[src/hw/lsu_consts.svh]
/*
 * load/store unit widths
 * word, address, byte-enable and byte-offset sizes shared by all blocks
 */

`ifndef LSU_CONSTS_SVH
`define LSU_CONSTS_SVH

// one data word and one byte address
`define LSU_DATA_W 32
`define LSU_ADDR_W 32

// byte lanes per word
`define LSU_BE_W   4
`define LSU_OFFS_W 2  // byte offset inside a word

`endif

[src/hw/lsu_core_pkg.sv]
/*
 * core side types of the load/store unit
 * execute-stage request, access size and the control captured at grant
 */

`default_nettype none

`include "lsu_consts.svh"

package lsu_core_pkg;

  // access size, code 3 decodes as byte as well
  typedef enum logic [1:0] {
    SIZE_WORD = 2'd0,
    SIZE_HALF = 2'd1,
    SIZE_BYTE = 2'd2
  } lsu_size_e;

  // request from execute, held stable until req_done_o
  typedef struct packed {
    logic                   we;
    lsu_size_e              size;
    logic                   sign_ext;  // loads only
    logic [`LSU_DATA_W-1:0] wdata;     // store data, lane 0 based
    logic [`LSU_ADDR_W-1:0] addr;      // byte address
  } core_req_t;

  // what the read path needs once the bus has taken the request
  typedef struct packed {
    logic [`LSU_OFFS_W-1:0] offs;
    lsu_size_e              size;
    logic                   sign_ext;
    logic                   we;        // selects load or store error
  } xfer_ctrl_t;

endpackage

`default_nettype wire

[src/hw/lsu_load_align.sv]
/*
 * load alignment
 * pulls the addressed half word or byte down to bit 0 and zero- or sign-extends it
 */

`timescale 1ns/1ns
`default_nettype none

`include "lsu_consts.svh"

module lsu_load_align (
  input  lsu_core_pkg::xfer_ctrl_t  xfer_i,
  input  logic [`LSU_DATA_W-1:0]    rdata_i,
  output logic [`LSU_DATA_W-1:0]    rdata_o
);
  import lsu_core_pkg::*;

  localparam int HALF_W = `LSU_DATA_W / 2;
  localparam int BYTE_W = 8;

  logic [`LSU_DATA_W-1:0] shifted;  // addressed lane moved to bit 0
  logic [HALF_W-1:0]      half_v;
  logic [BYTE_W-1:0]      byte_v;
  logic                   half_sign;
  logic                   byte_sign;

  // offset in bytes times eight gives the bit shift
  assign shifted = rdata_i >> {xfer_i.offs, 3'b000};

  assign half_v = shifted[HALF_W-1:0];
  assign byte_v = shifted[BYTE_W-1:0];

  // fill bit is the top of the extracted value, or zero for unsigned loads
  assign half_sign = xfer_i.sign_ext & half_v[HALF_W-1];
  assign byte_sign = xfer_i.sign_ext & byte_v[BYTE_W-1];

  //////////////////////////////////////////////////////////////
  // size select
  always_comb begin
    unique case (xfer_i.size)
      SIZE_WORD: begin
        rdata_o = rdata_i;  // offset is always 0 for words
      end
      SIZE_HALF: begin
        rdata_o = {{(`LSU_DATA_W - HALF_W){half_sign}}, half_v};
      end
      default: begin
        rdata_o = {{(`LSU_DATA_W - BYTE_W){byte_sign}}, byte_v};
      end
    endcase
  end

endmodule

`default_nettype wire

[config.mk]
export PLATFORM = sky130hd
export DESIGN_NAME = lsu_load_align
export DESIGN_NICKNAME = d
export VERILOG_FILES = /design/src/hw/lsu_core_pkg.sv /design/src/hw/lsu_load_align.sv
export VERILOG_INCLUDE_DIRS = /design/src /design/src/hw
export SDC_FILE = /design/constraint.sdc
export NUM_CORES = 1
export LEC_CHECK = 0
export ABC_AREA = 1
export BUFFER_PORTS_ARGS = -buffer_cell sky130_fd_sc_hd__buf_2
export CAP_MARGIN = 10
export CORE_UTILIZATION = 44
export DETAILED_ROUTE_END_ITERATION = 7
export PLACE_DENSITY = 0.84
export SYNTH_ARGS = -nofsm -noshare
export SYNTH_HDL_FRONTEND = slang
export SYNTH_SLANG_ARGS = --single-unit
export TNS_END_PERCENT = 20
[constraint.sdc]
create_clock -name vclk -period 1.08
set_input_delay 0.054 -clock vclk [all_inputs]
set_output_delay 0.054 -clock vclk [all_outputs]
set_load 0.02 [all_outputs]
# == Word-level counts from Yosys, hierarchy flattened ==
# Index checks and enable logic that the tools add are counted.
# word_totals
romBits,0
latch_bits,0
inputBits,38
mem_bits_rw,0
memories,0
word_cells,6
ff_bits,0
# classes
shift,1
mul,0
n_bitwise,2
muxes,1
n_eq_ne,1
magnitude_cmp,0
reduce_logical,1
addsub,0
n_div,0
# ops
operator,n
32-bit one-hot mux with 2 select lines,1
32-bit by 5-bit >> shifter with 16-bit output,1
1-bit AND,2
2-bit by 1-bit == test with 1-bit output (second input constant),1
2-bit zero test,1

# == Depth between registers and ports, before layout ==
# logic_depth
ltp_word,3
mapped_depth,9
depth_no_buf,7

# == Worst setup path before layout ==
# Ideal clock, no wire load.
# synth_path
path_kind,input -> output
start,input port xfer_i[4] in the netlist's numbering
end,output port rdata_o[28]
path_buffers,2
arrival_time_ns,0.893
required_time_ns,1.026
slack_ns,0.133
path_stages,9
path_cell_list,buf_6 inv_4 nand2_1 nand3_1 nand3_2 buf_6 nand2_1 inv_1 nand2_1
# synth_via
elab_chain_cells,3
word_cells_on_any_way,4
classes_between,shift: 1; mux: 1; bitwise: 2
# synth_rtl
item,line,rtl
from (decl),lsu_load_align.sv:12,"input lsu_core_pkg::xfer_ctrl_t xfer_i,"
32-bit by 5-bit >> shifter with 16-bit output (*),lsu_load_align.sv:28,"assign shifted = rdata_i >> {xfer_i.offs, 3'b000};"
"1-bit AND, on equally long branches","lsu_load_align.sv:35, lsu_load_align.sv:34",
32-bit one-hot mux with 2 select lines (*),lsu_load_align.sv:40,unique case (xfer_i.size)
to (decl),lsu_load_align.sv:14,output logic [`LSU_DATA_W-1:0] rdata_o
# Every way passes the cells marked *; elsewhere a longest branch is shown, timed or not.

# == Worst setup path after layout ==
# layout_path
start,input port xfer_i[5] in the netlist's numbering
end,output port rdata_o[14]
# layout_via
elab_chain_cells,3
# layout_rtl
item,line,rtl
32-bit by 5-bit >> shifter with 16-bit output (*),lsu_load_align.sv:28,
1-bit AND,lsu_load_align.sv:35,assign byte_sign = xfer_i.sign_ext & byte_v[BYTE_W-1];
32-bit one-hot mux with 2 select lines (*),lsu_load_align.sv:40,
# Marks and branches as above.

==> flow_metrics.env <==
export IMPL_status="complete, but fails checks"
export IMPL_violations="setup timing"
export IMPL_final_setup_viol_count=16
export IMPL_seq_cell_count=0
export IMPL_grt_pass1_vias=1264
export IMPL_ctsHoldBuffers=0
export IMPL_drc=0
export IMPL_cp_top_family="buffers and inverters"
export IMPL_fin_hold_ws_ns=0.4307
export IMPL_hold_class="in -> out"
export IMPL_fmaxAchievable_mhz=843.6
export IMPL_n_antenna_cell=0
export IMPL_register_area_um2=0
export IMPL_worstPathMaxFanout=15
export IMPL_drv_slew=0
export IMPL_slew_headroom_pct=85.05
export IMPL_required_ns=1.03
export IMPL_nets=342
export IMPL_die_area_um2=2443
export IMPL_fin_crit_ns=1.185
export IMPL_num_rows=16
export IMPL_wl_per_cell_um=13.96
export IMPL_yosysSeqAreaShare_pct=0
export IMPL_synth_top_area_share_pct=43.62
export IMPL_synth_nets=263
export IMPL_fin_setup_tns_ns=-0.2871
export IMPL_hp_start="rdata_i[6]"
export IMPL_rsz0062_at_grt="yes"
export IMPL_dp_hpwl_um=2471
export IMPL_wl_um=4593
export IMPL_start_kind="primary input"
export IMPL_instances_no_fill=329
export IMPL_io_buffers=69
export IMPL_worstPathArrival_ns=1.13
export IMPL_pin_count=70
export IMPL_crit_chain="clkbuf_4, buf_12, nand2_2, o21ai_0, nand2_1, nand3_1, buf_2"
export IMPL_clkbuf_count=0
export IMPL_min_to="rdata_o[6]"
export IMPL_first_iter_violations=124
export IMPL_period_share_pct=109.8
export IMPL_synth_distinct_cells=15
export IMPL_crit_slowest_cell="o21ai_0"
export IMPL_grtUsageTotal_pct=24.79
export IMPL_yosysWarnings=0
export IMPL_start_util_pct=48.47
export IMPL_cp_depth=7
export IMPL_worst_setup_path_type="in -> out"
export IMPL_cp_end_kind="output port"
export IMPL_area_growth_pct=80.28
export IMPL_p_total_uw=990.0
export IMPL_synth_commonest_cells="nand2_1, inv_1, nand3_1, o21ai_0"
export IMPL_fillers=125
export IMPL_avgSynthCellArea_um2=4.399
export IMPL_synthesis_area_um2=989.7
export IMPL_core_area_um2=2042
export IMPL_synthesis_instances=225
export IMPL_grt_overflow_total=0
export IMPL_dr_pass1_iters=6
export IMPL_setup_slack_ns=-0.1054
export IMPL_final_antenna_net_count=0
export IMPL_yosysTopAreaCell="nand2_1"
export IMPL_power_leakage_nw=1.154
export IMPL_vias_per_cell=5.374
export IMPL_die_y_um=49.43
export IMPL_maxCapViolCount=0
export IMPL_vdd_ir_drop_max_v=0.0004292
export IMPL_p_per_area_nw_per_um2=554.8
export IMPL_vias=1768
export IMPL_antenna_found_initial=0
export IMPL_gp_congestion=0.8041
export IMPL_grt_max_degree=23
export IMPL_whs_path_depth=4
export IMPL_max_stage_delay_ns=0.19
export IMPL_worst_pin_slew_ns=0.2229
export IMPL_grt_pass1_wl_um=5126
export IMPL_dp_cells=320
export IMPL_hold_viol=0
export IMPL_drive_above_1_share_pct=37.42
export IMPL_die_w_um=49.43
export IMPL_fin_area_um2=1784
export IMPL_critical_path_buf_inv_count=3
export IMPL_dpl_cell_area_um2=1433
export IMPL_synth_area_leaders="nand2_1, inv_1, nand3_1"
export IMPL_post_synth_top_count_cell="nand2_1"
==> final cells by class <==
cell class	count	area (µm²)	share of cell area [%]
repair buffers	89	723.2	40.53
multi-input cells	171	862.1	48.32
well taps	27	33.78	1.893
inverters	42	165.2	9.257
==> power breakdown <==
part           switching, mW  internal [mW]  leakage (nW)
Combinational          0.565          0.425          1.15
Clock                      0              0             0
Sequential                 0              0             0
==> cells in the final DEF, fill, tap and decap left out, types with 5 or more instances in the layout <==
cell type  instances
nand2_1          111
buf_2             42
inv_1             40
buf_4             27
nand3_1           20
o21ai_0           13
buf_6             10
nand2_2            5
nand3_2            5
buf_12             5
==> per-stage QoR <==
step | utilization [%] | setup slack [ns]
after floorplan | - | 0.1332
after global placement | 70.16 | 0.003252
after detailed placement | 70.16 | -0.01961
after CTS | 72.37 | 0.01073
after global routing | 87.38 | -0.1131
final | 87.38 | -0.1054
==> worst max-delay path by stage <==
| stage | start | end | slack [ns] |
|---|---|---|---|
| after floorplan | xfer_i[4] | rdata_o[28] | 0.13 |
| after global placement | xfer_i[4] | rdata_o[23] | 0.003 |
| after detailed placement | xfer_i[4] | rdata_o[18] | -0.02 |
| after CTS | xfer_i[4] | rdata_o[0] | 0.01 |
| after global routing | xfer_i[5] | rdata_o[14] | -0.11 |
| final | xfer_i[5] | rdata_o[14] | -0.11 |
==> per-layer routing <==
metal / GRT usage, % / part of all wire, %
met5: 0 / 0
met4: 1.905 / 4.1
met3: 1.246 / 11
met2: 48.17 / 49
met1: 30.59 / 36
==> kinds of logic (layout without fill, tap and decap cells) <==
kind of cell | Yosys count | in the layout | share of synthesized area (%)
AOI/OAI and AO/OA | 21 | 21 | 12.39
buffers and inverters | 54 | 131 | 24.65
and+or+nand+nor | 150 | 150 | 62.96
==> repair_timing <==
| action | 4_1_cts | 5_1_grt |
|---|---|---|
| endpoints found under the setup margin | 16 | 30 |
| gates resized for setup | 17 | 50 |
| pin swaps | 0 | 8 |
| buffers inserted | 0 | 5 |
| gates cloned | 0 | 4 |
No activity file was read; power rests on OpenSTA's default activity.
