**config.mk**
```make
export PLATFORM = sky130hd
export DESIGN_NAME = lsu_xfer_regs
export DESIGN_NICKNAME = d
export VERILOG_FILES = /design/src/hw/lsu_core_pkg.sv /design/src/hw/lsu_xfer_regs.sv
export VERILOG_INCLUDE_DIRS = /design/src /design/src/hw
export SDC_FILE = /design/constraint.sdc
export NUM_CORES = 1
export LEC_CHECK = 0
export BUFFER_PORTS_ARGS = -buffer_cell sky130_fd_sc_hd__buf_2
export CORE_UTILIZATION = 40
export DETAILED_ROUTE_END_ITERATION = 6
export GPL_TIMING_DRIVEN = 0
export HOLD_SLACK_MARGIN = 0.03
export PLACE_DENSITY_LB_ADDON = 0.15
export SLEW_MARGIN = 15
export SYNTH_ARGS = -nofsm -noshare
export SYNTH_HDL_FRONTEND = slang
export SYNTH_SLANG_ARGS = --single-unit
```
**constraint.sdc**
```tcl
create_clock -name clk_i -period 1 [get_ports clk_i]
set_input_delay 0.05 -clock clk_i [delete_from_list [all_inputs] [get_ports clk_i]]
set_output_delay 0.05 -clock clk_i [all_outputs]
set_load 0.05 [all_outputs]
```
**src/hw/lsu_consts.svh**
```systemverilog
/*
 * load/store unit widths
 * word, address, byte-enable and byte-offset sizes shared by all blocks
 */

`ifndef LSU_CONSTS_SVH
`define LSU_CONSTS_SVH

// one data word and one byte address
`define LSU_DATA_W 32
`define LSU_ADDR_W 32

// byte lanes per word
`define LSU_BE_W   4
`define LSU_OFFS_W 2  // byte offset inside a word

`endif

```
**src/hw/lsu_core_pkg.sv**
```systemverilog
/*
 * core side types of the load/store unit
 * execute-stage request, access size and the control captured at grant
 */

`default_nettype none

`include "lsu_consts.svh"

package lsu_core_pkg;

  // access size, code 3 decodes as byte as well
  typedef enum logic [1:0] {
    SIZE_WORD = 2'd0,
    SIZE_HALF = 2'd1,
    SIZE_BYTE = 2'd2
  } lsu_size_e;

  // request from execute, held stable until req_done_o
  typedef struct packed {
    logic                   we;
    lsu_size_e              size;
    logic                   sign_ext;  // loads only
    logic [`LSU_DATA_W-1:0] wdata;     // store data, lane 0 based
    logic [`LSU_ADDR_W-1:0] addr;      // byte address
  } core_req_t;

  // what the read path needs once the bus has taken the request
  typedef struct packed {
    logic [`LSU_OFFS_W-1:0] offs;
    lsu_size_e              size;
    logic                   sign_ext;
    logic                   we;        // selects load or store error
  } xfer_ctrl_t;

endpackage

`default_nettype wire

```
**src/hw/lsu_xfer_regs.sv**
```systemverilog
/*
 * transaction control registers
 * captures offset, size, sign and write flags plus the byte address at grant
 */

`timescale 1ns/1ns
`default_nettype none

`include "lsu_consts.svh"

module lsu_xfer_regs (
  input  logic                     clk_i,
  input  logic                     rst_ni,
  input  logic                     capture_i,   // grant cycle
  input  lsu_core_pkg::core_req_t  core_req_i,
  output lsu_core_pkg::xfer_ctrl_t xfer_o,
  output logic [`LSU_ADDR_W-1:0]   addr_last_o
);
  import lsu_core_pkg::*;

  xfer_ctrl_t             xfer_q;
  logic [`LSU_ADDR_W-1:0] addr_last_q;

  // steers the read path until the next grant
  always_ff @(posedge clk_i or negedge rst_ni) begin
    if (!rst_ni) begin
      xfer_q      <= '0;
      addr_last_q <= '0;
    end else if (capture_i) begin
      xfer_q.offs     <= core_req_i.addr[`LSU_OFFS_W-1:0];
      xfer_q.size     <= core_req_i.size;
      xfer_q.sign_ext <= core_req_i.sign_ext;
      xfer_q.we       <= core_req_i.we;
      addr_last_q     <= core_req_i.addr;  // full byte address, not word aligned
    end
  end

  assign xfer_o      = xfer_q;
  assign addr_last_o = addr_last_q;

  // the core must hold a clean request through the grant
  a_xfer_known: assert property (@(posedge clk_i) disable iff (!rst_ni)
    !$isunknown(xfer_q))
    else $error("lsu: captured transaction control is unknown");

endmodule

`default_nettype wire

```
### Word level (Yosys, flattened, before mapping)

Cells that the tools add are included.

* bits in registers: 38
* input port bits: 71
* word-level logic and storage cells: 5
* latch bits: 0
* bits in read-only memories: 0
* RAM bits: 0
* memories: 0
* output and inout port bits: 38

* $mul: 0
* equality and inequality tests: 0
* divide/modulo/power cells: 0
* magnitude comparators: 0
* shift operators: 0
* multiplexer cells: 0
* reduce and logical (&&, ||, !) cells: 0
* add/sub/neg operators: 0
* bitwise logic cells: 0

### Logic depth before layout (Yosys ltp)

Gate-level depths: netlist of run 1.

* word-level depth: 0
* mapped depth: 3
* depth with buffers taken out: 1

### Least setup slack after synthesis of run 1

OpenSTA, ideal clock, no wires.

* path type: register to register
* start: register, netlist name addr_last_o[1]
* end: register addr_last_q[1] (netlist: addr_last_o[1])
* period minus slack after synthesis: 1.006 ns
* slack: -0.006 ns
* arrival time: 0.881 ns
* required time: 0.875 ns
* stages on the path, launching flop included: 2
* path buffers: 0
* library setup time: 0.125 ns
* path through: dfrtp_1 mux2_4

RTL lines
* end signal, assigned: RTL line lsu_xfer_regs.sv:34 `addr_last_q <= core_req_i.addr;`
* end, declared: RTL line lsu_xfer_regs.sv:22 `` logic [`LSU_ADDR_W-1:0] addr_last_q; ``

### Worst setup path after layout of run 1

* start: register xfer_q (netlist bit xfer_o[1])
* end: output port xfer_o[1] in the netlist's numbering

RTL lines
* start, declared: RTL line lsu_xfer_regs.sv:21 `xfer_ctrl_t xfer_q;`
* end, declared: RTL line lsu_xfer_regs.sv:16 `output lsu_core_pkg::xfer_ctrl_t xfer_o,`

No word-level cell between the ends.

==> summary.md, run 1 <==
| Metric | Value |
|---|---|
| Max-slew violations | 0 |
| Gate power share | around a third |
| Cell family with most CP delay | flip-flops |
| Peak fanout along the critical path | 2 |
| Hold buffers post-CTS | 36 |
| Failing checks | hold timing |
| Vias in the first global route | 1162 |
| DRC viols | 0 |
| Req. time, crit path | 0.95 ns |
| Largest stage delay, worst path | 0.36 ns |
| Starting Density | 43.4% |
| Final wirelength | approximately 3.2 mm |
| Hold Fails Final Rpt | 36 |
| PD cells | 1650 nW/µm² |
| Syn. warnings | 0 |
| Cell Area, Synth | between 1500 and 2000 µm² |
| CTS sink cnt | 36 |
| Vias per cell | 4.40 |
| P&R area growth vs syn | 59.9% |
| Pleak | 1.22 nW |
| Full die area | 4010 µm² |
| First-pass GRT wire length | 5.43 mm |
| Syn_area_per_cell | 19.3 µm² |
| Critical Path Start Type | flop |
| Unrepaired setup endpoints after global routing | false |
| Most frequent cells in the layout | 69 x buf_2, 36 x dlygate4sd3_1, 34 x dfrtp_1, 30 x mux2_4 |
| Data arrival time of the worst path | 0.91 ns |
| Pre-CTS setup slack | 0.201 ns |
| Switching share of power | 33.0% |
| # Max-Cap Violations | 0 |
| Initial DRT Pass Iterations | 4 |
| Final #Nets | 265 |
| Clk pwr share | between 20 and 30% |
| Fin Clk Skew | 0 ns |
| Setup crit end kind | output pin |
| Inserted Diodes | 0 |
| DIE WIDTH | 63.3 µm |
| Layout cells sized above 1 | a little over three fifths |
| Area of the multi-input gates | 518 µm² |
| Sequential share of power | approximately 42% |
| Largest net degree at the start of global routing | 37 |
| Critical path class | reg -> out |
| Worst-Margin Slew | approximately 0.77 ns |
| Initial antenna violation count | 0 |
| Total core area | 3470 µm² |
| Hold slack | -0.153 ns |
| IO Count | 109 |
| Clk_lat worst skew | 0.27 ns |
| CP bufs+invs | 1 |
| Root Driver | clkbuf_8 |
| H-tree depth | 2 |
| Sequential cell area | approximately 900 µm² |
| Final Critical Period | 0.961 ns |
| Clock transition at path regs | 0.07 ns |
| Fin Setup TNS | 0 ns |
| Final Util | 69.4% |
| Average wire per standard cell | 13.2 µm |
| Gr usage total | 17.9% |
| Slack of the critical path | 0.0389 ns |
| GR Overflow Total | 0 |
| Leading cell type in the layout, fill and taps excluded | buf_2 |
| Iter 0 DRT Violations | 27 |
| Post-route ant nets | 0 |
| Synth unique cells | 6 |
| Via count | 1061 |
| Hold Path Class | in -> async |
| Slew HR | 48.8% |
| Max Clock Freq | 1040 MHz |
| Syn Nets | about 150 |
| TritonCTS Buffers | 5 |
| Maximum vdd drop | 0.00104 V |
| CTS Buffer Depth | 2 |
| CP max-delay cell | dfrtp_1 |
| Routability-driven placement congestion ratio | 0.671 |
| CTS tree | built |
| Crit share post-route | between 90% and 100% |
| Register area share after synthesis | around three fifths |
| Cell row count | 21 |
| IO Port Bufs | 75 |
| Worst path cell trace | buf_2 |
| #FFs+latches synth | 36 |
| Cell-internal power | 0.00266 W |
| Post-CTS Setup Inserts | 0 |
| Final setup fails | 0 |
| Status | finished with violations |
| Psw | 0.00131 W |
| Hpwl dp | roughly 2 mm |
| Cells after synthesis | between 70 and 80 |
| FILL cells | 255 |
| Die extent in y | 63.3 µm |
## what timing repair did
| item | CTS | global route |
|---|---|---|
| endpoints found under the setup margin | 2 | 4 |
| resized for setup | 6 | 6 |
| hold endpoints to repair | 72 | 36 |
## through the flow
stage / instances / hold slack [ns] / cell area (µm²) / total power (W)
2_1_floorplan: 78 / -0.246 / 1510 / 0.00255
3_3_place_gp: 199 / 0.154 / 1940 / 0.00283
3_5_place_dp: 199 / 0.177 / 1940 / 0.00285
4_1_cts: 241 / -0.126 / 2400 / 0.00400
5_1_grt: 241 / -0.101 / 2410 / 0.00415
6_report: 241 / -0.153 / 2410 / 0.00398
## sequential cells by signal, indices dropped and copies added (netlist names)
signal,cells
xfer_o,5
addr_last_o,31
## synthesized netlist by cell type
library cell  count  area share (%)
buf_12            3             4.0
buf_4             2             1.0
buf_6             1            0.75
dfrtp_1          36              60
mux2_2            6             4.5
mux2_4           30              30
## area by class of cell
class	instances	share of cell area [%]
buffer	4	2.96
clock buffer	8	3.74
multi-input combinational	36	21.5
sequential	36	37.5
tap	46	2.39
timing repair buffer	111	31.8
## power groups by stage
stage / sequential [W] / clock [W] / combinational, W
global placement: 0.00170 / 0 / 0.00113
detailed placement: 0.00171 / 0 / 0.00115
global route: 0.00171 / 0.00112 / 0.00132
CTS: 0.00169 / 0.00105 / 0.00126
floorplan: 0.00223 / 0 / 0.000327
finish: 0.00169 / 0.00103 / 0.00126
## kinds of logic after synthesis
| kind of cell | share of synthesized area, % |
|---|---|
| buffers and inverters | 5.74 |
| muxes | 34.4 |
| DFF | 59.9 |
## metal layers
metal	track usage [%]	part of all wire, %	vias to the layer above
met5	0	0	-
met4	7.67	1.5	0
met3	5.25	5.2	6
met2	30.7	52	46
met1	20.5	41	508
li1	-	-	501
## final timing paths
check	slack (ns)	end	startpoint	cells past startpoint
max in group asynchronous	0.61	xfer_o[4]	rst_ni	1
worst max-delay path	0.04	xfer_o[1]	xfer_o[1]	1
worst min register to register	0.50	xfer_o[0]	xfer_o[0]	1
worst min-delay path	-0.15	addr_last_o[12]	rst_ni	1
min in group clk_i	0.11	addr_last_o[31]	capture_i	2
worst max register to register	0.18	addr_last_o[1]	addr_last_o[1]	1
No activity file was read; power rests on OpenSTA's default activity.
==> run 2: changes to the inputs <==
--- a/config.mk
+++ b/config.mk
@@ -6,8 +6,9 @@
 export SDC_FILE = /design/constraint.sdc
 export NUM_CORES = 1
 export LEC_CHECK = 0
+export ABC_AREA = 1
 export BUFFER_PORTS_ARGS = -buffer_cell sky130_fd_sc_hd__buf_2
-export CORE_UTILIZATION = 40
+export CORE_UTILIZATION = 39
 export DETAILED_ROUTE_END_ITERATION = 6
 export GPL_TIMING_DRIVEN = 0
 export HOLD_SLACK_MARGIN = 0.03
==> summary.md, run 2 <==
| Metric | Value |
|---|---|
| Clk_lat worst skew | 0.32 ns (+0.05 ns) |
| Crit share post-route | 108% (+12 points) |
| CP bufs+invs | 2 (+1) |
| Syn Nets | 225 (+51%) |
| Cell family with most CP delay | flip-flops |
| IO Count | 109 (unchanged) |
| PD cells | 1440 nW/µm² (-13%) |
| Hold Path Class | in -> async |
| Synth top cells by count | 98 x nand2_1, 36 x dfrtp_1, 10 x nand2_2 |
| DR WL met3 | 258 µm (+55%) |
| Largest cells by area after synthesis | dfrtp_1 63%, nand2_1 26%, nand2_2 4.4%, buf_4 2.6%, buf_6 2.4% |
| Req. time, crit path | 0.95 ns (about the same) |
| Vias per cell | 4.37 (-0.66%) |
| FF-to-FF setup slack | 0.24 ns (+0.06 ns) |
| EDFF count, synth | 0 (unchanged) |
| Clock transition at path regs | 0.10 ns (+0.03 ns) |
| Full die area | 3920 µm² (-2.2%) |
| Total power | 0.00381 W (-4.3%) |
| Cells after synthesis | 154 (+97%) |
| Reg2Reg Launch Point | addr_last_o[28] |
| Largest net degree at the start of global routing | 37 (unchanged) |
| Worst-Margin Slew | 0.781 ns (+0.0128 ns) |
| Data arrival time of the worst path | 1.03 ns (+0.12 ns) |
| Total core area | 3420 µm² (-1.5%) |
| Setup crit start | addr_last_o[1] |
| Initial DRT Pass Iterations | 4 (unchanged) |
| P&R area growth vs syn | 84.5% |
| Post-route ant nets | 0 (unchanged) |
| Iter 0 DRT Violations | 46 (+70%) |
| TritonCTS Buffers | 5 (unchanged) |
| Pleak | 1.46 nW (+19%) |
| First-pass GRT wire length | 6.65 mm (+22%) |
| #FFs+latches synth | 36 (unchanged) |
| DIE WIDTH | 62.6 µm (-1.1%) |
| CTS tree | built |
| Largest register FFs | 31 (unchanged) |
| Synth unique cells | 7 (+1) |
| Most frequent cells in the layout | 98 x nand2_1, 38 x dlygate4sd3_1, 37 x buf_2, 36 x buf_4, 36 x dfrtp_1 |
| Cell Area, Synth | 1430 µm² (-4.7%) |
| Final wirelength | 4.23 mm (+33%) |
| Vias in the first global route | 1489 (+28%) |
| Cell taking the most area after synthesis | dfrtp_1 |
| Synth top area share | 62.8% (+3.0 points) |
| Initial antenna violation count | 0 (unchanged) |
| Met2 Wirelength | 2.23 mm (+34%) |
| Unrepaired setup endpoints after global routing | true |
| Most common cell in the synthesized netlist | nand2_1 |
| Average wire per standard cell | 12.5 µm (-5.8%) |
| Starting Density | 42.0% (-1.4 points) |
| Critical path class | reg -> out |
| Status | finished with violations |
| Root Driver | clkbuf_4 |
| Maximum vdd drop | 0.000939 V (-10%) |
| Max layer used | met4 |
| CTS Buffer Depth | 2 (unchanged) |
| Via count | 1487 (+40%) |
| IO Port Bufs | 75 (unchanged) |
| H-tree depth | 2 (unchanged) |
| Max-slew violations | 0 (unchanged) |
| Critical Path Start Type | flop |
| FILL cells | 247 (-3.1%) |
| CP endpoint | xfer_o[5] |
| Hold slack | 0.339 ns (+0.492 ns) |
| Asr flop ratio synth | 100% (unchanged) |
| Slack of the critical path | -0.0811 ns (-0.120 ns) |
| Die extent in y | 62.6 µm (-1.1%) |
| Slew HR | 47.9% (-0.85 points) |
| Final Util | 77.4% (+8.1 points) |
| Ys flop type | dfrtp_1 |
| Routability-driven placement congestion ratio | 0.670 (about the same) |
| Final setup fails | 3 (+3) |
| Cell row count | 21 (unchanged) |
| Worst path depth | 2 (+1) |
| Worst r2r path cells | 3 (+2) |
| Max Clock Freq | 925 MHz (-11%) |
| R2R Path End | addr_last_o[28] |
| GR Overflow Total | 0 (unchanged) |
| Failing checks | setup timing |
| Setup crit end kind | output pin |
| Inserted Diodes | 0 (unchanged) |
| CTS sink cnt | 36 (unchanged) |
| CP max-delay cell | dfrtp_1 |
| Hpwl dp | 2.16 mm (+8.5%) |
| Fin Setup TNS | -0.192 ns (-0.192 ns) |
| # Max-Cap Violations | 0 (unchanged) |
| Largest stage delay, worst path | 0.43 ns (+0.07 ns) |
| Syn_area_per_cell | 9.31 µm² (-52%) |
| Fin Clk Skew | 0 ns (unchanged) |
| Final #Nets | 364 (+37%) |
| Register area share after synthesis | 62.8% (+3.0 points) |
| M1 WL | 1.69 mm (+30%) |
| Syn. warnings | 0 (unchanged) |
| Layout cells sized above 1 | 40.8% (-22 points) |
| Gr usage total | 21.7% (+3.8 points) |
| Peak fanout along the critical path | 3 (+1) |
| DRC viols | 0 (unchanged) |
| Leading cell type in the layout, fill and taps excluded | nand2_1 |
| Hold Fails Final Rpt | 0 (-100%) |
| Worst path cell trace | buf_6, buf_8 |
| Final Critical Period | 1.08 ns (+0.120 ns) |
run 2: cell count changes in the layout (fill, tap and decap cells not counted), sizes merged:
cell         change
clkbuf           -1
nand2          +108
mux2            -36
dlygate4sd3      +2
buf             +25
inv              +1
run 2: final cells by class:
class / count / area, µm² / area share [%]
Timing Repair Buffer: 132 / 1090 / 41.1
Sequential cell: 36 / 901 / 34.1
Multi-Input combinational cell: 108 / 430 / 16.3
Buffer: 9 / 98.8 / 3.74
Clock buffer: 8 / 58.8 / 2.22
Tap cell: 46 / 57.6 / 2.18
Inverter: 1 / 11.3 / 0.426
run 2: worst min-delay path by stage:
| stage | endpoint | cells past startpoint |
|---|---|---|
| floorplan | addr_last_o[10] | 0 |
| global placement | addr_last_o[1] | 1 |
| detailed placement | addr_last_o[1] | 1 |
| CTS | xfer_o[0] | 2 |
| global route | addr_last_o[11] | 2 |
| finish | addr_last_o[28] | 2 |
run 2: logic make-up after synthesis:
kind of cell,count (synthesis),share of synthesized area (%)
buf+inv,10,7.16
flops,36,62.8
simple gates,108,30.0
run 2: per-stage QoR:
stage / std cells / instance area (µm²) / worst slack, ns
after floorplan: 154 / 1430 / 0.0303
after global placement: 275 / 1870 / 0.229
after detailed placement: 275 / 1870 / 0.223
after CTS: 322 / 2430 / -0.0671
after global routing: 340 / 2650 / -0.113
final: 340 / 2650 / -0.0811
run 2: per-layer routing:
| layer | up-vias | track usage [%] |
|---|---|---|
| met2 | 61 | 39.7 |
| met1 | 683 | 24.0 |
| met5 | - | 0 |
| met4 | 0 | 7.56 |
| met3 | 7 | 5.66 |
| li1 | 736 | - |
run 2: power by group:
group / internal (W) / switching [W] / total, W
registers: 0.00158 / 0.0000956 / 0.00168
clock network: 0.000347 / 0.000435 / 0.000782
logic: 0.000561 / 0.000782 / 0.00134
total: 0.00249 / 0.00131 / 0.00381
run 2: what timing repair did:
action	CTS	global route
setup endpoints to repair	38	33
hold buffers	38	0
cloned	0	0
hold endpoints to repair	72	0
gates resized for setup	42	24
buffers inserted	1	18
