==> config.mk <==
export PLATFORM = sky130hd
export DESIGN_NAME = lsu_req_fsm
export DESIGN_NICKNAME = d
export VERILOG_FILES = /design/src/hw/lsu_req_fsm.sv
export SDC_FILE = /design/constraint.sdc
export NUM_CORES = 1
export LEC_CHECK = 0
export BUFFER_PORTS_ARGS = -buffer_cell sky130_fd_sc_hd__buf_2
export CAP_MARGIN = 20
export CORE_AREA = 4 4 41 43
export CTS_CLUSTER_SIZE = 10
export DETAILED_ROUTE_END_ITERATION = 10
export DIE_AREA = 0 0 45 47
export PLACE_DENSITY_LB_ADDON = 0.12
export SYNTH_ARGS = -nofsm -noshare
export SYNTH_HDL_FRONTEND = slang
export SYNTH_SLANG_ARGS = --single-unit
==> constraint.sdc <==
create_clock -name clk_i -period 1.3 [get_ports clk_i]
set_input_delay 0.065 -clock clk_i [delete_from_list [all_inputs] [get_ports clk_i]]
set_output_delay 0.065 -clock clk_i [all_outputs]
set_load 0.02 [all_outputs]
==> src/hw/lsu_req_fsm.sv <==
/*
 * request FSM
 * issues the bus request, waits for grant, qualifies the response and splits errors
 */

`timescale 1ns/1ns
`default_nettype none

module lsu_req_fsm (
  input  logic clk_i,
  input  logic rst_ni,
  input  logic req_i,           // level from execute
  input  logic gnt_i,
  input  logic rvalid_i,
  input  logic bus_err_i,
  input  logic xfer_we_i,       // captured write flag
  output logic data_req_o,
  output logic xfer_capture_o,  // one pulse in the grant cycle
  output logic req_done_o,
  output logic resp_valid_o,
  output logic load_err_o,
  output logic store_err_o,
  output logic busy_o
);

  // one-hot state encoding
  typedef enum logic [1:0] {
    IDLE     = 2'b01,
    WAIT_GNT = 2'b10
  } state_e;

  state_e state_q;
  state_e state_d;

  //////////////////////////////////////////////////////////////
  // next state and request
  always_comb begin
    state_d        = state_q;
    data_req_o     = 1'b0;
    xfer_capture_o = 1'b0;

    unique case (state_q)
      IDLE: begin
        if (req_i) begin
          data_req_o = 1'b1;  // same cycle as req_i
          if (gnt_i) begin
            xfer_capture_o = 1'b1;  // taken at once so the FSM stays idle
          end else begin
            state_d = WAIT_GNT;
          end
        end
      end
      WAIT_GNT: begin
        data_req_o = 1'b1;  // hold until memory takes it
        if (gnt_i) begin
          xfer_capture_o = 1'b1;
          state_d        = IDLE;
        end
      end
      default: state_d = IDLE;
    endcase
  end

  always_ff @(posedge clk_i or negedge rst_ni) begin
    if (!rst_ni) begin
      state_q <= IDLE;
    end else begin
      state_q <= state_d;
    end
  end

  //////////////////////////////////////////////////////////////
  // core side outputs
  assign req_done_o   = xfer_capture_o;                // done at grant while data comes later
  assign busy_o       = (state_q == WAIT_GNT);
  assign resp_valid_o = rvalid_i & (state_q == IDLE);
  assign load_err_o   = resp_valid_o & bus_err_i & ~xfer_we_i;
  assign store_err_o  = resp_valid_o & bus_err_i &  xfer_we_i;

  a_state_legal: assert property (@(posedge clk_i) disable iff (!rst_ni)
    state_q inside {IDLE, WAIT_GNT})
    else $error("lsu: illegal FSM state %b", state_q);

  // memory may only flag an error alongside its response
  a_err_with_rvalid: assert property (@(posedge clk_i) disable iff (!rst_ni)
    bus_err_i |-> rvalid_i)
    else $error("lsu: bus error without rvalid");

endmodule

`default_nettype wire

# Yosys cells after proc, flatten, opt, wreduce, memory -nomap -nowiden
# Cells that the tools add are included.
totals:
  regBits: 2
  latch_bits: 0
  mem_bits_rw: 0
  rom_bits: 0
  input_bits: 7
  output_inout_bits: 7
  elab_cells: 21
  mem_count: 0
op_classes:
  add_sub_neg: 0
  mul: 0
  div_mod_pow: 0
  n_lt_le_gt_ge: 0
  n_eq_ne: 5
  shifts: 0
  mux: 9
  n_bitwise: 5
  reduce_logical: 1
ops:
  columns: ["op", "n"]
  rows:
  - ["$mux W2", 3]
  - ["$ne A2 B2 Y1 const B", 3]
  - ["$and A1 B1 Y1", 4]
  - ["$pmux W1 S2", 2]
  - ["$pmux W2 S2", 1]
  - ["$mux W1", 3]
  - ["$reduce_and A3 Y1", 1]
  - ["$eq A2 B1 Y1 const B", 1]
  - ["$eq A2 B2 Y1 const B", 1]
  - ["$not A1 Y1", 1]

# Logic depth before layout (Yosys ltp)
# Gate-level depths: netlist of run 1.
depth:
  depth_word: 4
  mapped_depth: 5
  depth_no_buf: 5

# Worst setup path before layout of run 1
# Ideal clock, no wire load.
synth_timing:
  path_type: "flip-flop to output port"
  start: "register state_q[0]"
  end: "output xfer_capture_o"
  t_arrival_ps: 1507
  path_slack_ps: -272
  path_stages_with_launch: 5
  path_buffers: 1
  cell_sequence: "dfstp_2 > inv_1 > ha_1 > nor3b_2 > buf_4"
synth_via:
  elab_chain_cells: 2
  word_cells_on_any_way: 3
  classes_between: "eq/ne (2); mux (1)"
synth_rtl:
  columns: ["item", "line_no", "rtl"]
  rows:
  - ["from (decl)", "32", "state_e state_q;"]
  - ["from (signal assigned)", "68", "state_q <= state_d;"]
  - ["$eq A2 B2 Y1 / $eq A2 B1 Y1 (equally long branches)", "42", "unique case (state_q)"]
  - ["$pmux W1 S2 *", "42", null]
  - ["to (decl)", "18", "output logic xfer_capture_o,"]
# Every way passes the cells marked *; elsewhere a longest branch is shown, timed or not.

# Worst setup path in the final report of run 1
layout_timing:
  start: "register state_q[0]"
  end: "output store_err_o"
layout_via:
  elab_chain_cells: 4
layout_rtl:
  columns: ["item", "line_no", "rtl"]
  rows:
  - ["$eq A2 B1 Y1", "76", "assign resp_valid_o = rvalid_i & (state_q == IDLE);"]
  - ["$and A1 B1 Y1", "76", null]
  - ["$and A1 B1 Y1 (2 in a row)", "78", "assign store_err_o = resp_valid_o & bus_err_i & xfer_we_i;"]
  - ["to (decl)", "22", "output logic store_err_o,"]
# Every way passes these cells.

==> run metrics, run 1 <==
Post-Layout Cell Count=60; DRT Wirelength=548 um; dpl cells=55; CTS Root Cell=clkbuf_4; Crit Path Max Fanout=4; worst skew pair latency=0.23 ns; violated checks=setup timing; Top reg by flops=state_q; nets=57; critical-path cell list=ha_2 -> and2_2 -> and3_2 -> buf_4; Largest register FFs=2; worst reg2reg startpoint=state_q[0]; Port Buffers=13; Arr. time, crit path=1.43 ns; first-pass GRT wire length=862 um; final hold violations=0; critical setup path kind=reg -> out; H-Tree Depth=1; Via-to-Cell Ratio=4.033; n_diodes=0; largest net degree at the start of global routing=6; wire length per cell=9.133 um; clk sink count=2; TritonCTS clock tree=built; Final min period=1.494 ns; RSZ-0062 raised after global routing=yes; All-Layer GR Usage=6.003%; Placed Area=339.1 sq um; Tcrit/Tclk final=114.9%; TritonRoute pass-1 iters=2; Overflow after GRT=0; Post-CTS Setup Inserts=0; Initial DRC Count=1; max cap viols=0; CTS Buffer Depth=2; power per cell area=2303 nW/um^2; Final ANT Viol Nets=0; # DRC=0; post-synthesis sequential area ratio=23.56%; Worst R2R Path Depth=4; R2R Path End=state_q[0]; setup_tns=-0.8949 ns; floorplan core area=1301 sq um; Placement Setup Slack=0.003376 ns; status=finished with violations; slew of the pin with the lowest slew margin=0.1875 ns; Die W=45 um; post-synthesis net count=37; critical path launch point type=flop; final setup fails=6; HP Class=in -> async; worst hold slack=0.1493 ns; Rows=13; Synth Area per Inst=8.373 sq um; WP data required=1.24 ns; slowest stage cell, crit path=dfstp_2; Die Ht=47 um; Die Area=2115 sq um; Gate Count Post-Synth=26; vias in the first global route=233; synthesis-stage register bit count=2; Starting Density=16.73%; Netlist cell types=16; # IOs=14; Peak supply drop=956.1 uV; max_slew headroom=87.39%; skew final=0.01076 ns; share of layout cells above drive strength 1=64.44%; setup slack, reg-to-reg=0.06 ns; CTS buffer count=3; Final Max Slew Viols=0; CTS clk-pin slew, worst paths=0.04 ns; design area=405.4 sq um; Pleak=0.0001954 uW; slowest stage delay, CP=0.55 ns; GP Congestion=0.6524; Fmax achieved=669.4 MHz; Synth-to-Final Area Change=86.21%; initial antenna violation count=0; HPWL Detailed=454.4 um; Final WS setup=-0.1938 ns; Fillers=144; Worst setup EP type=primary output; biggest regs=state_q (2); yosys warns=0; synthesized cell area=217.7 sq um; Vias=242
[power by group]
group / internal (uW) / switching, uW / leakage (uW)
combinational: 320 / 332 / 0.000157
sequential: 103 / 24.2 / 0.0000229
clock: 114 / 40.1 / 0.0000150
total: 537 / 396 / 0.000195
[placed cells by master, fill, tap and decap left out]
master,n
nor2_2,1
o22ai_1,1
a21oi_1,3
ha_2,2
nor2b_1,1
nor2_1,1
dfrtp_1,1
dfstp_2,1
nor3b_4,1
and2_2,1
mux2i_4,1
o31ai_1,1
buf_2,7
inv_2,1
inv_1,3
nand2_1,1
and3_2,1
ha_1,1
buf_4,8
clkbuf_1,1
a21oi_2,1
ha_4,1
clkbuf_4,3
dlygate4sd3_1,1
a22oi_1,1
[worst max path at each step]
| stage | from | to | slack (ns) | cells past startpoint |
|---|---|---|---|---|
| 2_1_floorplan | state_q[0] | xfer_capture_o | -0.06 | 4 |
| 3_3_place_gp | state_q[0] | state_q[1] | 0.03 | 5 |
| 3_5_place_dp | state_q[0] | store_err_o | 0.003 | 4 |
| 4_1_cts | state_q[0] | xfer_capture_o | -0.21 | 4 |
| 5_1_grt | state_q[0] | store_err_o | -0.28 | 4 |
| 6_report | state_q[0] | store_err_o | -0.19 | 4 |
[final cells by class]
cell class	instances	area (sq um)	share of cell area, %
inverters	4	15.01	3.704
clock buffers	4	26.28	6.481
well taps	15	18.77	4.630
flip-flops and latches	2	51.30	12.65
repair buffers	16	105.1	25.93
multi-input cells	19	188.9	46.60
[worst max-delay path, delay by kind of cell (launching register included)]
family / cells / cell delay [ns]
adder cells (fa/ha/maj): 1 / 0.20
buffers and inverters: 1 / 0.13
flip-flops: 1 / 0.55
AND/OR/NAND/NOR: 2 / 0.32
[synthesized netlist by cell type (all sizes together)]
cell   number  share of area, %
and2        1               2.9
o22ai       1               2.9
buf         1               3.4
nor2b       1               2.9
ha          4                23
o31ai       1               3.4
nand2       1               1.7
a21oi       4               9.2
nor3b       1               5.7
inv         4               6.9
dfstp       1                12
mux2i       1               4.6
nor2        2               3.4
dfrtp       1                11
and3        1               2.9
a22oi       1               3.4
[metrics by stage]
step | power [uW] | util [%]
floorplan | 566.8 | -
global placement | 727.2 | 26.06
detailed placement | 724.2 | 26.06
CTS | 926.6 | 30.19
global route | 1031 | 31.15
finish | 933.4 | 31.15
[metal layers]
metal / share of wire [%] / wire length, um / track usage [%]
met1: 36 / 195 / 4.773
met4: 0 / 0 / 7.018
met3: 11 / 59 / 1.916
met5: 0 / 0 / 0
met2: 54 / 294 / 10.73
[logic make-up after synthesis]
| group | Yosys count | share of synthesized area (%) |
|---|---|---|
| AND/OR/NAND/NOR | 7 | 19.54 |
| flip-flops | 2 | 23.56 |
| buffers and inverters | 5 | 10.34 |
| adder cells (fa/ha/maj) | 4 | 22.99 |
| AO/OA/AOI/OAI | 7 | 18.97 |
| multiplexers | 1 | 4.598 |
[what timing repair did]
action / in CTS / in global routing
hold buffers: 1 / 0
endpoints found under the hold margin: 2 / 0
endpoints found under the setup margin: 6 / 8
gates resized for setup: 7 / 2
pin swaps: 0 / 1
No activity file was read; power rests on OpenSTA's default activity.
==> run 2: changes to the inputs <==
--- a/config.mk
+++ b/config.mk
@@ -5,12 +5,12 @@
 export SDC_FILE = /design/constraint.sdc
 export NUM_CORES = 1
 export LEC_CHECK = 0
-export BUFFER_PORTS_ARGS = -buffer_cell sky130_fd_sc_hd__buf_2
 export CAP_MARGIN = 20
 export CORE_AREA = 4 4 41 43
 export CTS_CLUSTER_SIZE = 10
 export DETAILED_ROUTE_END_ITERATION = 10
 export DIE_AREA = 0 0 45 47
+export DONT_BUFFER_PORTS = 1
 export PLACE_DENSITY_LB_ADDON = 0.12
 export SYNTH_ARGS = -nofsm -noshare
 export SYNTH_HDL_FRONTEND = slang
==> run metrics, run 2 (synthesized netlist as in run 1, its figures left out) <==
worst skew pair latency=0.23 ns; Overflow after GRT=0; HPWL Detailed=452 um; Pleak=0.0001675 uW; final setup fails=6; WP data required=1.24 ns; Final min period=1.503 ns; floorplan core area=1301 sq um; Final Max Slew Viols=0; Port Buffers=0; first-pass GRT wire length=931 um; share of total power in the clock network=16.0%; Synth-to-Final Area Change=78.74%; Largest register FFs=2; max_slew headroom=86.02%; Placed Area=301.5 sq um; RSZ-0062 raised after global routing=yes; Rows=13; R2R Path End=state_q[1]; hold path depth=2; clk sink count=2; final hold violations=0; Die Area=2115 sq um; sequential power share=13.5%; Worst setup EP type=primary output; status=finished with violations; Sw Ratio=42.11%; vias in the first global route=227; largest net degree at the start of global routing=6; violated checks=setup timing; most frequent cells in the layout=buf_4, inv_1, a21oi_1, clkbuf_4, ha_4; Starting Density=16.73%; critical-path cell list=ha_2 -> a21oi_2 -> nor3b_4 -> buf_12; Final Util=29.90%; All-Layer GR Usage=6.872%; P_int=572.1 uW; P_sw=416.2 uW; Fmax achieved=665.2 MHz; WHS Endpoint=state_q[1]; slowest stage cell, crit path=dfstp_2; wire length per cell=11.48 um; biggest regs=state_q (2); HP Class=in -> reg; critical path launch point type=flop; TritonCTS clock tree=built; Die W=45 um; design area=389.1 sq um; setup_tns=-1.057 ns; slew of the pin with the lowest slew margin=0.2079 ns; Die Ht=47 um; Crit Path Max Fanout=4; setup slack, reg-to-reg=0.02 ns; Worst R2R Path Depth=6; Vias=213; n_diodes=0; Power Total=988.2 uW; CTS buffer count=3; Buffers & Inverters on Critical Path=1; TritonRoute pass-1 iters=3; slowest stage delay, CP=0.55 ns; Final WS setup=-0.2032 ns; worst reg2reg startpoint=state_q[0]; max cap viols=0; CP delay by family, top=flip-flops; CTS clk-pin slew, worst paths=0.04 ns; nets=49; Top reg by flops=state_q; DRT Wirelength=597 um; skew final=0.008646 ns; most common cell after layout, fill and taps aside=buf_4; H-Tree Depth=1; Hold Path Origin=req_i; Placement Setup Slack=0.01494 ns; power per cell area=2540 nW/um^2; Peak supply drop=681.9 uV; # IOs=14; share of layout cells above drive strength 1=56.76%; # DRC=0; initial antenna violation count=0; Tcrit/Tclk final=115.6%; Combinational Power Share=70.5%; CTS Root Cell=clkbuf_4; Initial DRC Count=1; critical setup path kind=reg -> out; Arr. time, crit path=1.44 ns; Via-to-Cell Ratio=4.096; GP Congestion=0.6576; CTS Buffer Depth=2; Final ANT Viol Nets=0
==> run 2: how the worst max path moves through the flow <==
stage | startpoint | end | slack (ns) | cells after the start
final | state_q[0] | req_done_o | -0.20 | 4
after global placement | state_q[0] | load_err_o | 0.03 | 4
after floorplan | state_q[0] | xfer_capture_o | -0.06 | 4
after global routing | state_q[0] | req_done_o | -0.25 | 4
after detailed placement | state_q[0] | load_err_o | 0.01 | 4
after CTS | state_q[0] | req_done_o | -0.22 | 4
==> run 2: timing repair <==
| item | 4_1_cts | 5_1_grt |
|---|---|---|
| endpoints found under the hold margin | 2 | 0 |
| resized for setup | 1 | 6 |
| setup endpoints to repair | 6 | 8 |
| hold buffers | 1 | 0 |
| setup buffers | 0 | 3 |
| pin swaps | 0 | 2 |
==> run 2: per-stage QoR <==
step | std cells | hold WS [ns]
after floorplan | 26 | -0.2306
after global placement | 44 | -0.2305
after detailed placement | 44 | -0.2305
after CTS | 49 | 0.02903
after global routing | 52 | 0.04663
final | 52 | 0.03778
==> run 2: cell type report <==
class	instances	area (sq um)
Tap cell	15	18.77
Clock buffer	4	26.28
Multi-Input combinational cell	19	198.9
Fill cell	149	912.1
Sequential cell	2	51.30
Timing Repair Buffer	8	78.83
Inverter	4	15.01
==> run 2: power by group through the flow <==
stage          clock, uW  combinational (uW)  sequential [uW]
2_1_floorplan          0                 428              138
3_3_place_gp           0                 589              136
3_5_place_dp           0                 590              135
4_1_cts              169                 596              134
5_1_grt              183                 764              137
6_report             158                 697              133
==> run 2: metal layers <==
metal  vias to the layer above  global-route usage [%]  wire length [um]
met4                         0                   8.772                 0
met5                         -                       0                 0
met1                        96                   5.909               178
li1                        109                       -                 -
met3                         0                   3.831                57
met2                         8                   10.17               362
==> run 3: changes to the inputs <==
--- a/config.mk
+++ b/config.mk
@@ -6,10 +6,10 @@
 export NUM_CORES = 1
 export LEC_CHECK = 0
 export CAP_MARGIN = 20
-export CORE_AREA = 4 4 41 43
+export CORE_AREA = 2 2 39 41
 export CTS_CLUSTER_SIZE = 10
 export DETAILED_ROUTE_END_ITERATION = 10
-export DIE_AREA = 0 0 45 47
+export DIE_AREA = 0 0 41 43
 export DONT_BUFFER_PORTS = 1
 export PLACE_DENSITY_LB_ADDON = 0.12
 export SYNTH_ARGS = -nofsm -noshare
==> constraint.sdc (replaced) <==
create_clock -name clk_i -period 1.3 [get_ports clk_i]
set_input_delay 0.065 -clock clk_i [delete_from_list [all_inputs] [get_ports clk_i]]
set_output_delay 0.065 -clock clk_i [all_outputs]
set_load 0.005 [all_outputs]
==> run metrics, run 3 (synthesized netlist as in run 1, its figures left out) <==
hold path depth=2; Die Ht=43 um; Die W=41 um; Synth-to-Final Area Change=85.63%; worst skew pair latency=0.23 ns; Rows=14; final hold violations=0; critical path launch point type=flop; Sw Ratio=38.81%; Peak supply drop=1137 uV; WHS Endpoint=state_q[1]; max_slew headroom=85.48%; status=finished with violations; TritonRoute pass-1 iters=4; skew final=0.007379 ns; Combinational Power Share=68.4%; CTS Buffer Depth=2; Tcrit/Tclk final=108.2%; HP Class=in -> reg; first-pass GRT wire length=883 um; n_diodes=0; floorplan core area=1384 sq um; most frequent cells in the layout=buf_4, a21oi_1, ha_4, clkbuf_4; Arr. time, crit path=1.34 ns; Placement Setup Slack=-0.004962 ns; share of layout cells above drive strength 1=63.16%; nets=50; Largest register FFs=2; max cap viols=0; Final Max Slew Viols=0; WP data required=1.24 ns; # IOs=14; initial antenna violation count=0; setup slack, reg-to-reg=-0.04 ns; Final WS setup=-0.1060 ns; Overflow after GRT=0; vias in the first global route=209; Crit Path Max Fanout=4; critical-path cell list=buf_4 -> ha_4 -> and2_4 -> and3_4; CTS Root Cell=clkbuf_4; Port Buffers=0; Multi-input gate area=214.0 sq um; TritonCTS clock tree=built; RSZ-0062 raised after global routing=yes; DRT Wirelength=538 um; Vias=221; GP Congestion=0.5876; Top reg by flops=state_q; # DRC=0; power per cell area=2352 nW/um^2; CTS buffer count=3; largest net degree at the start of global routing=6; sequential power share=15.6%; wire length per cell=9.963 um; most common cell after layout, fill and taps aside=buf_4; Hold Path Origin=req_i; Final ANT Viol Nets=0; Starting Density=15.73%; P_sw=368.9 uW; CTS clk-pin slew, worst paths=0.04 ns; HPWL Detailed=375.8 um; slew of the pin with the lowest slew margin=0.2178 ns; P_int=581.7 uW; slowest stage delay, CP=0.55 ns; share of total power in the clock network=16.1%; FF+latch area=51.30 sq um; final setup fails=9; R2R Path End=state_q[1]; biggest regs=state_q (2); slowest stage cell, crit path=dfstp_2; clk sink count=2; critical setup path kind=reg -> out; worst reg2reg startpoint=state_q[0]; Final min period=1.406 ns; Worst R2R Path Depth=6; All-Layer GR Usage=7.337%; H-Tree Depth=1; Via-to-Cell Ratio=4.093; violated checks=setup timing; Fillers=145; Worst setup EP type=primary output; Initial DRC Count=5; worst hold slack=0.04638 ns; Die Area=1763 sq um; Fmax achieved=711.2 MHz; Pleak=0.0001703 uW
==> run 3: metrics by stage <==
stage / cell area [sq um] / TNS (ns) / std cells / utilization (%) / total power (uW)
floorplan: 217.7 / 0 / 26 / - / 393.2
global placement: 252.7 / -0.0006221 / 44 / 18.26 / 494.6
detailed placement: 252.7 / -0.004962 / 44 / 18.26 / 495.1
CTS: 372.9 / -0.5646 / 52 / 26.94 / 882.6
global route: 404.1 / -1.081 / 54 / 29.20 / 1033
finish: 404.1 / -0.4708 / 54 / 29.20 / 950.5
==> run 3: routing by layer <==
| layer | global-route usage (%) | wire length (um) | share of wire [%] | vias up |
|---|---|---|---|---|
| li1 | - | - | - | 111 |
| met1 | 8.065 | 230 | 43 | 105 |
| met2 | 11.88 | 283 | 53 | 5 |
| met3 | 1.571 | 24 | 4.5 | 0 |
| met4 | 4.667 | 0 | 0 | 0 |
| met5 | 0 | 0 | 0 | - |
==> run 3: power by group through the flow <==
stage          registers [uW]  logic [uW]  clock network [uW]
3_3_place_gp              136         359                   0
6_report                  148         650                 153
2_1_floorplan             128         265                   0
4_1_cts                   156         565                 162
3_5_place_dp              137         358                   0
5_1_grt                   152         712                 169
==> run 3: repair_timing <==
action / in CTS / in global routing
cloned: 0 / 0
endpoints found under the hold margin: 2 / 0
resized for setup: 15 / 3
hold buffers: 1 / 0
buffers inserted: 3 / 2
endpoints found under the setup margin: 7 / 9
pin swaps: 5 / 3
==> run 3: layout make-up <==
class | instances | area share, %
Multi-Input combinational cell | 19 | 52.94
Timing Repair Buffer | 9 | 19.20
Sequential cell | 2 | 12.69
Clock buffer | 4 | 6.502
Tap cell | 16 | 4.954
Inverter | 4 | 3.715
==> run 3: worst max-delay path by stage <==
stage          startpoint              to  slack, ns  cells after the start
5_1_grt        state_q[0]     store_err_o      -0.16                      4
6_report       state_q[0]     store_err_o      -0.11                      4
3_5_place_dp   state_q[0]      state_q[1]     -0.005                      5
2_1_floorplan  state_q[0]  xfer_capture_o       0.01                      4
4_1_cts        state_q[0]      state_q[1]      -0.09                      6
3_3_place_gp   state_q[0]      state_q[1]    -0.0006                      5
==> run 3: worst max-delay path, delay by kind of cell, from the launching register on <==
kind / cells / cell delay, ns
flip-flops: 1 / 0.55
adder cells (fa/ha/maj): 1 / 0.13
buffers and inverters: 1 / 0.12
AND/OR/NAND/NOR: 2 / 0.32
